**src/bpb_defines.svh**
```systemverilog
`ifndef BPB_DEFINES_SVH
`define BPB_DEFINES_SVH

// Geometry of the direct-mapped branch prediction buffer.
// A fetch address splits into tag, index and byte offset.
//   [31 : BPB_ENTRY_WIDTH+2]   tag
//   [BPB_ENTRY_WIDTH+1 : 2]    line index
//   [1 : 0]                    byte offset, always zero for MIPS.

// index bits, 4 gives 16 lines.
`define BPB_ENTRY_WIDTH 4

// address bits above the index.
`define BPB_TAG_WIDTH (30 - `BPB_ENTRY_WIDTH)

// byte step between two fetch groups of two instructions.
`define BPB_FETCH_STEP 8

`endif

```
**src/bpb_pkg.sv**
```systemverilog
package bpb_pkg;

    // 32-bit address or instruction word.
    typedef logic [31:0] word_t;

    // prediction for one fetch slot.
    typedef struct packed
    {
        logic  taken;   // predicted taken.
        word_t destpc;  // stored branch target.
    } bpb_result_t;

    // resolved branch coming back from the commit stage.
    typedef struct packed
    {
        word_t pc;      // address of the branch.
        word_t destpc;  // resolved target.
        logic  taken;   // resolved direction.
    } bpb_commit_t;

    // two-bit saturating scheme.
    // the high bit is the prediction, so both taken states share bit 1.
    // a miss from a weak state falls all the way to strong-not.
    typedef enum logic [1:0]
    {
        ST_STRONG_NOT   = 2'b00,
        ST_WEAK_NOT     = 2'b01,
        ST_WEAK_TAKEN   = 2'b10,
        ST_STRONG_TAKEN = 2'b11
    } bpb_state_e;

endpackage

```
**src/bpb_bank.sv**
```systemverilog
`timescale 1ns/1ps
`include "bpb_defines.svh"

module bpb_bank
(
    input  logic                          clk,
    input  logic                          reset,
    input  logic                          stall,
    input  logic                          commit_valid,
    input  bpb_pkg::bpb_commit_t          commit,
    input  bpb_pkg::word_t [1:0]          slot_pc,
    output logic [1:0]                    slot_hit,
    output bpb_pkg::bpb_result_t [1:0]    slot_result
);

    localparam int NUM_LINES = 1 << `BPB_ENTRY_WIDTH;

    logic [`BPB_ENTRY_WIDTH-1:0]  commit_idx;               // line trained by the commit.
    logic [NUM_LINES-1:0]         line_wen;                 // one-hot write enables.
    logic [`BPB_ENTRY_WIDTH-1:0]  slot_idx [2];             // line read by each slot.

    // per-line lookup outputs, both slots.
    logic [1:0]                   line_hit    [NUM_LINES];
    bpb_pkg::bpb_result_t [1:0]   line_result [NUM_LINES];

    assign commit_idx  = commit.pc[`BPB_ENTRY_WIDTH + 1:2];

    // slot 1 may fall into the next line.
    assign slot_idx[0] = slot_pc[0][`BPB_ENTRY_WIDTH + 1:2];
    assign slot_idx[1] = slot_pc[1][`BPB_ENTRY_WIDTH + 1:2];

    for (genvar i = 0; i < NUM_LINES; i++)
    begin : g_line
        localparam logic [`BPB_ENTRY_WIDTH-1:0] LINE_IDX = i;

        assign line_wen[i] = commit_valid && (commit_idx == LINE_IDX);

        bpb_line u_line
        (
            .clk            (clk),
            .reset          (reset),
            .stall          (stall),
            .wen            (line_wen[i]),
            .pc_predict     (slot_pc),
            .commit         (commit),
            .hit_predict    (line_hit[i]),
            .result_predict (line_result[i])
        );
    end

    // each slot picks its own line.
    always_comb
    begin
        for (int s = 0; s < 2; s++)
        begin
            slot_hit[s]    = line_hit[slot_idx[s]][s];
            slot_result[s] = line_result[slot_idx[s]][s];
        end
    end

    // at most one line written per commit.
    wen_onehot: assert property (@(posedge clk) disable iff (!reset)
        $onehot0(line_wen));

endmodule

```
**src/bpb_line.sv**
```systemverilog
`timescale 1ns/1ps
`include "bpb_defines.svh"

module bpb_line
(
    input  logic                          clk,
    input  logic                          reset,
    input  logic                          stall,
    input  logic                          wen,
    input  bpb_pkg::word_t [1:0]          pc_predict,
    input  bpb_pkg::bpb_commit_t          commit,
    output logic [1:0]                    hit_predict,
    output bpb_pkg::bpb_result_t [1:0]    result_predict
);

    logic                       valid;          // entry holds a branch.
    logic [`BPB_TAG_WIDTH-1:0]  tag;            // upper address bits of the branch.
    bpb_pkg::word_t             destpc;         // target captured at allocation.
    bpb_pkg::bpb_state_e        state;          // direction counter.

    logic [`BPB_TAG_WIDTH-1:0]  commit_tag;
    logic                       commit_hit;     // commit trains this branch.
    logic                       write_en;       // qualified write strobe.
    bpb_pkg::bpb_state_e        state_next;

    assign commit_tag = commit.pc[31:`BPB_ENTRY_WIDTH + 2];
    assign commit_hit = valid && (tag == commit_tag);
    assign write_en   = wen && !stall;

    // counter step for the resolved direction.
    always_comb
    begin
        state_next = state;
        case (state)
            bpb_pkg::ST_STRONG_NOT:
                state_next = commit.taken ? bpb_pkg::ST_WEAK_NOT : bpb_pkg::ST_STRONG_NOT;
            bpb_pkg::ST_WEAK_NOT:
                state_next = commit.taken ? bpb_pkg::ST_STRONG_TAKEN : bpb_pkg::ST_STRONG_NOT;
            bpb_pkg::ST_WEAK_TAKEN:
                state_next = commit.taken ? bpb_pkg::ST_STRONG_TAKEN : bpb_pkg::ST_STRONG_NOT;
            bpb_pkg::ST_STRONG_TAKEN:
                state_next = commit.taken ? bpb_pkg::ST_STRONG_TAKEN : bpb_pkg::ST_WEAK_TAKEN;
            default:
                state_next = state;
        endcase
    end

    always_ff @(posedge clk)
    begin
        if (!reset)
        begin
            valid <= 1'b0;
        end
        else if (write_en)
        begin
            valid <= 1'b1;
        end
    end

    // payload of the entry.
    always_ff @(posedge clk)
    begin
        if (write_en)
        begin
            if (!commit_hit)
            begin
                tag    <= commit_tag;               // allocate on miss.
                destpc <= commit.destpc;
                state  <= bpb_pkg::ST_STRONG_NOT;
            end
            else
            begin
                state <= state_next;                // train on hit.
            end
        end
    end

    // both slots compare against the same entry.
    for (genvar s = 0; s < 2; s++)
    begin : g_slot
        logic [`BPB_TAG_WIDTH-1:0] slot_tag;

        assign slot_tag                 = pc_predict[s][31:`BPB_ENTRY_WIDTH + 2];
        assign hit_predict[s]           = valid && (tag == slot_tag);
        assign result_predict[s].taken  = hit_predict[s] && state[1];
        assign result_predict[s].destpc = destpc;
    end

    // a stalled cycle must not touch the entry.
    stall_holds_entry: assert property (@(posedge clk) disable iff (!reset)
        stall |=> ($stable(valid) && (!valid || $stable(state))));

endmodule

```
**src/bpb_next_pc.sv**
```systemverilog
`timescale 1ns/1ps
`include "bpb_defines.svh"

module bpb_next_pc
(
    input  bpb_pkg::word_t                fetch_pc,
    input  logic [1:0]                    slot_hit,
    input  bpb_pkg::bpb_result_t [1:0]    slot_result,
    output bpb_pkg::word_t                next_pc,
    output logic                          redirect
);

    logic           slot0_taken;    // slot 0 redirects fetch.
    logic           slot1_taken;    // slot 1 redirects fetch.
    bpb_pkg::word_t seq_pc;         // fall-through fetch group.

    assign slot0_taken = slot_hit[0] && slot_result[0].taken;
    assign slot1_taken = slot_hit[1] && slot_result[1].taken;
    assign seq_pc      = fetch_pc + 32'(`BPB_FETCH_STEP);

    // the older instruction wins when both predict taken.
    always_comb
    begin
        if (slot0_taken)
        begin
            next_pc = slot_result[0].destpc;
        end
        else if (slot1_taken)
        begin
            next_pc = slot_result[1].destpc;
        end
        else
        begin
            next_pc = seq_pc;
        end
    end

    assign redirect = slot0_taken || slot1_taken;

endmodule

```
**src/bpb_top.sv**
```systemverilog
`timescale 1ns/1ps

module bpb_top
(
    input  logic                          clk,
    input  logic                          reset,
    input  logic                          stall,
    input  logic                          commit_valid,
    input  bpb_pkg::bpb_commit_t          commit,
    input  bpb_pkg::word_t                fetch_pc,
    output logic [1:0]                    slot_hit,
    output bpb_pkg::bpb_result_t [1:0]    slot_result,
    output bpb_pkg::word_t                next_pc,
    output logic                          redirect
);

    bpb_pkg::word_t [1:0] slot_pc;  // addresses of the two issue slots.

    assign slot_pc[0] = fetch_pc;
    assign slot_pc[1] = fetch_pc + 32'd4;   // second instruction of the group.

    bpb_bank u_bank
    (
        .clk          (clk),
        .reset        (reset),
        .stall        (stall),
        .commit_valid (commit_valid),
        .commit       (commit),
        .slot_pc      (slot_pc),
        .slot_hit     (slot_hit),
        .slot_result  (slot_result)
    );

    // lookup and selection are combinational, same cycle as fetch_pc.
    bpb_next_pc u_next_pc
    (
        .fetch_pc    (fetch_pc),
        .slot_hit    (slot_hit),
        .slot_result (slot_result),
        .next_pc     (next_pc),
        .redirect    (redirect)
    );

endmodule

```
**config.mk**
```make
export PLATFORM = sky130hd
export DESIGN_NAME = bpb_top
export DESIGN_NICKNAME = d
export VERILOG_FILES = /design/src/bpb_pkg.sv /design/src/bpb_bank.sv /design/src/bpb_line.sv /design/src/bpb_next_pc.sv /design/src/bpb_top.sv
export VERILOG_INCLUDE_DIRS = /design/src
export SDC_FILE = /design/constraint.sdc
export NUM_CORES = 2
export LEC_CHECK = 0
export BUFFER_PORTS_ARGS = -buffer_cell sky130_fd_sc_hd__clkbuf_2
export CAP_MARGIN = 30
export CORE_ASPECT_RATIO = 1.25
export CORE_MARGIN = 5
export CORE_UTILIZATION = 51
export DETAILED_ROUTE_END_ITERATION = 8
export GPL_TIMING_DRIVEN = 0
export PLACE_DENSITY = 0.68
export SKIP_LAST_GASP = 1
export SLEW_MARGIN = 25
export SYNTH_ARGS = -nofsm -noshare
export SYNTH_HDL_FRONTEND = slang
export SYNTH_SLANG_ARGS = --single-unit
```
**constraint.sdc**
```tcl
create_clock -name clk -period 7 [get_ports clk]
set_input_delay 1.4 -clock clk [delete_from_list [all_inputs] [get_ports clk]]
set_output_delay 1.4 -clock clk [all_outputs]
set_load 0.01 [all_outputs]
```
==> metrics.txt, run 1 <==
status=did not finish; Failed at=global routing (5_1_grt); Run Error=[ERROR GRT-0116] Global routing finished with congestion. Check the congestion regions in the DRC Viewer.; Hold Buf Count CTS=0; die height=about 390 um; Detail Placement HPWL=roughly 280000 um; multiplexer area fraction after synthesis=0.128; top cell type's share of synthesized area=0.492; # IOs=202; EDFF count, synth=960; largest net degree at the start of global routing=36; vias in the first global route=54900; Most used DFF post-synth=edfxtp_1; synthesized area per cell=13.5 um2; DIE WIDTH=313 um; largest family of logic cells by synthesized area=XOR/XNOR gates; dpl ws=-2.94 ns; global-route wire length before repair=568000 um; Post-Syn Area=58600 um2; Synth Area in Adders=0.00744; number of synthesized register bits=roughly 1000; Synth Area in Compound Gates=0.0523; async set-reset flop share out of synthesis=0; Overflow after GRT=119; post-synthesis sequential area ratio=0.498; total CTS buffers=between 100 and 150; gr usage total=0.701; Root Buffer=clkbuf_16; Core Rows=139; YS warnings=0; clock tree buffer depth=3; Starting Density=0.512; post-synthesis xor/xnor area fraction=0.192; Simple-Gate Fraction of Synth Area=0.0948; top post-synthesis cells by area=edfxtp_1 (49%), mux4_2 (12%), xnor2_1 (9.6%), xor2_1 (7.2%), xnor3_1 (2.2%); Port-buffer cells=around 180; Netlist cell types=96; leading area contributor after synthesis=edfxtp_1; Clock Sinks=roughly 1000; Syn Inst Count=4324; post-synth net total=roughly 4500; GP Congestion=1.35; CTS H-tree lvls=3
## logic make-up after synthesis
logic type      Yosys count
simple gates            963
mux                     346
flops                   976
fa+ha+maj                35
compound gates          423
xor+xnor               1187
buf+inv                 394
## Yosys cell counts, drive strengths merged, types with 11 or more instances
master   count
nor4       166
nand3       73
buf        146
clkbuf     182
o21ai       70
nand4      196
nor2       117
ha          34
a211oi      11
mux4       322
nand2      125
nor3       109
a21oi       66
o2111ai     29
or3         12
and2        32
o22ai       13
nand2b      15
xnor2      647
and4        24
and3        17
o211ai      29
a2111oi     19
or4         28
nor2b       12
a31oi       18
edfxtp     960
xnor3       58
o21a        35
dfxtp       16
a22o        16
inv         62
xor2       482
mux2i       22
## per-stage QoR
step / cells / hold slack, ns / instance area, um2
3_5_place_dp: 6117 / 0.493 / 64300
4_1_cts: 6464 / 0.509 / 71300
3_3_place_gp: 5986 / 0.482 / 61300
2_1_floorplan: 4324 / 0.462 / 58600
## layer usage
metal	overflow	global-route usage
met5	0	0.219
met4	56	0.681
met3	3	0.546
met2	60	0.865
met1	0	0.710
## repair_timing
action	4_1_cts
cloned	1
endpoints found under the setup margin	101
setup buffers	159
pin swaps	105
resized for setup	524
==> inputs of run 2 (changes only) <==
Settings changed: CORE_ASPECT_RATIO 1.25 to default, CORE_UTILIZATION 51 to 36, PLACE_DENSITY 0.68 to default, PLACE_DENSITY_LB_ADDON from default to 0.15.
==> run 2 against run 1 <==
The flow now finishes, with violations (design-rule violations, negative setup slack). Synthesized cell count unchanged. Area after synthesis unchanged.
==> metrics.txt, run 2 <==
Pint=0.0112 W; worst-skew pair later-pin latency=0.87 ns; Max Clk Rate=0.128 GHz; crit start category=input pin; fin nets=approximately 5200; synth cell count leaders=edfxtp_1 (960), xnor2_1 (642), xor2_1 (482), mux4_2 (322), nand4_1 (189); Reg clk slew, reported paths=0.05 ns; DIE WIDTH=413 um; post-route ant nets=0; Worst R2R Setup Slack=2.98 ns; Psw=slightly above 0.005 W; pins over their slew limit=0; Critical Path RT=5.60 ns; Worst Max-Slew Pin Slew=1.15 ns; vias in the first global route=47800; dpl ws=-3.44 ns; critical path peak fanout=7; Clock Sinks=just under 1000; Overflow after GRT=0; Worst slew margin=0.234; Core Rows=148; antenna violations before repair=81; clock tree buffer depth=3; top post-synthesis cells by area=edfxtp_1 (49%), mux4_2 (12%), xnor2_1 (9.6%), xor2_1 (7.2%), xnor3_1 (2.2%); total CTS buffers=roughly 120; Period minus WS final=7.83 ns; Max-Cap Viols=0; most frequent cell after synthesis=edfxtp_1; Regs by FF count=u_bank.g_line.u_line.destpc: 512 flops, u_bank.g_line.u_line.tag: 416 flops, u_bank.g_line.u_line.state: 32 flops; CP endpoint kind=primary output; DRT Pass-1 Iters=8; Critical Setup Path Class=in -> out; gr usage total=0.518; GP Congestion=between 1 and 1.5; via count=53900; RSZ-0062 raised after global routing=true; number of DRC markers in iteration 0=roughly 11000; Post-Syn Area=just under 60000 um2; worst min path class=reg -> reg; VDD IR max=0.243 mV; global-route wire length before repair=554000 um; Netlist cell types=96; post-synth net total=about 4500; leading cell type in the layout, fill and taps excluded=edfxtp_1; status=finished with violations; number of flip-flops in the largest register=~500; Finish-stage setup viols=36; Residual DRC=18; YS warnings=0; Final period util=1.12; worst setup margin=-0.825 ns; failing checks=design-rule violations, negative setup slack; post-synthesis sequential area ratio=0.498; synthesized area per cell=approximately 14 um2; Hold Violations, Final=0; Port-buffer cells=182; area of the core=roughly 160000 um2; EDFF count, synth=960; Routed WL=approximately 450000 um; Multi-input gate area=30000 um2; CTS tree=built; # IOs=202; Switching Share=0.312; layout cells sized above 1=0.329; Hold Slack=0.592 ns; pwr dens=roughly 210 nW/um2; Comb pwr share=0.201; Hold Buf Count CTS=0; Detail Placement HPWL=315000 um; Root Buffer=clkbuf_16; Clk pwr share=0.397; Syn Inst Count=4324; Layout fillers=14500; Area growth syn-to-layout=30.4%; die area=~170000 um2; largest net degree at the start of global routing=35; leakage=26.0 nW; Most used DFF post-synth=edfxtp_1; WP data arrival=6.43 ns; most frequent cells in the layout=edfxtp_1 (960), xnor2_1 (615), xor2_1 (471); Avg Vias per Cell=7.24; Final Skew=0.0593 ns; Wirelength per Cell=59.9 um; number of synthesized register bits=roughly 980; Reg power frac=0.402; storage element area=between 20000 and 30000 um2; async set-reset flop share out of synthesis=0; Starting Density=0.361; die height=413 um; Biggest register=u_bank.g_line.u_line.destpc; leading area contributor after synthesis=edfxtp_1; CTS H-tree lvls=3; top cell type's share of synthesized area=0.492
run 2: cell counts after synthesis:
Identical to the previous run, type by type.
run 2: cells by family (layout without fill, tap and decap cells):
| logic type | Yosys count | in the layout | synth area share |
|---|---|---|---|
| XOR/XNOR | 1187 | 1187 | 0.192 |
| flip-flops | 976 | 976 | 0.498 |
| AND/OR/NAND/NOR | 963 | 963 | 0.0948 |
| AO/OA/AOI/OAI | 423 | 423 | 0.0523 |
| buffers and inverters | 394 | 1264 | 0.0279 |
| multiplexers | 346 | 346 | 0.128 |
| adder cells (fa/ha/maj) | 35 | 35 | 0.00744 |
| other | 0 | 75 | 0 |
run 2: critical path, cell delays in order:
cell and delay (ns):
buf_4 0.20, nand4_4 0.27, buf_4 0.27, nor2_1 0.54, o22ai_1 0.15, nor4_1 0.56
nand3_4 0.54, nor4_4 0.38, and4_4 0.36, a21oi_4 0.10, o32ai_4 0.33, o21ai_2 0.08
buf_6 0.19, buf_12 0.14, buf_12 0.14, mux2i_1 0.13, a21oi_2 0.35, clkbuf_2 0.21
run 2: metal layers:
metal / part of all wire / vias up / GRT usage
met5: 0.0034 / - / 0.0606
met2: 0.39 / 5802 / 0.685
met3: 0.15 / 2119 / 0.299
met4: 0.12 / 58 / 0.470
li1: - / 18400 / -
met1: 0.34 / 27500 / 0.576
run 2: what timing repair did:
item / in CTS / in global routing
cloned: 2 / 1
buffers inserted: 166 / 120
setup endpoints to repair: 101 / 36
hold endpoints to repair: 0 / 0
pin swaps: 105 / 78
resized for setup: 486 / 258
run 2: final timing paths:
kind | startpoint | cells after the start | end
setup / recovery | fetch_pc[17] | 18 | next_pc[4]
hold / removal | u_bank.g_line[1].u_line.valid | 1 | u_bank.g_line[1].u_line.valid
hold reg to reg | u_bank.g_line[1].u_line.valid | 1 | u_bank.g_line[1].u_line.valid
setup reg to reg | u_bank.g_line[15].u_line.tag[19] | 7 | u_bank.g_line[15].u_line.destpc[11]
run 2: power by group through the flow:
| stage | clock network (W) | logic, W | registers (W) |
|---|---|---|---|
| after floorplan | 0 | 0.00121 | 0.00665 |
| after global placement | 0 | 0.00256 | 0.00669 |
| after detailed placement | 0 | 0.00275 | 0.00668 |
| after CTS | 0.00645 | 0.00295 | 0.00656 |
| after global routing | 0.00668 | 0.00321 | 0.00656 |
| final | 0.00647 | 0.00329 | 0.00656 |
run 2: area by class of cell:
| type | instances | area share |
|---|---|---|
| antenna | 75 | 0.00246 |
| buffer | 319 | 0.0355 |
| clock buffer | 141 | 0.0402 |
| clock inverter | 77 | 0.0112 |
| inverter | 66 | 0.00369 |
| multi-input combinational | 2954 | 0.393 |
| sequential | 976 | 0.382 |
| tap | 2175 | 0.0356 |
| timing repair buffer | 661 | 0.0969 |
run 2: per-stage QoR:
stage,utilization,setup TNS [ns],total power [W],cells,cell area (um2)
final,0.471,-23.89,0.0163,7444,76300
after global placement,0.383,-3849.36,0.00925,6681,62200
after floorplan,-,0,0.00786,4324,58600
after detailed placement,0.410,-168.52,0.00942,6856,66400
after CTS,0.455,-8.23,0.0159,7236,73900
after global routing,0.470,-18.51,0.0165,7382,76200
No activity file was read; power rests on OpenSTA's default activity.
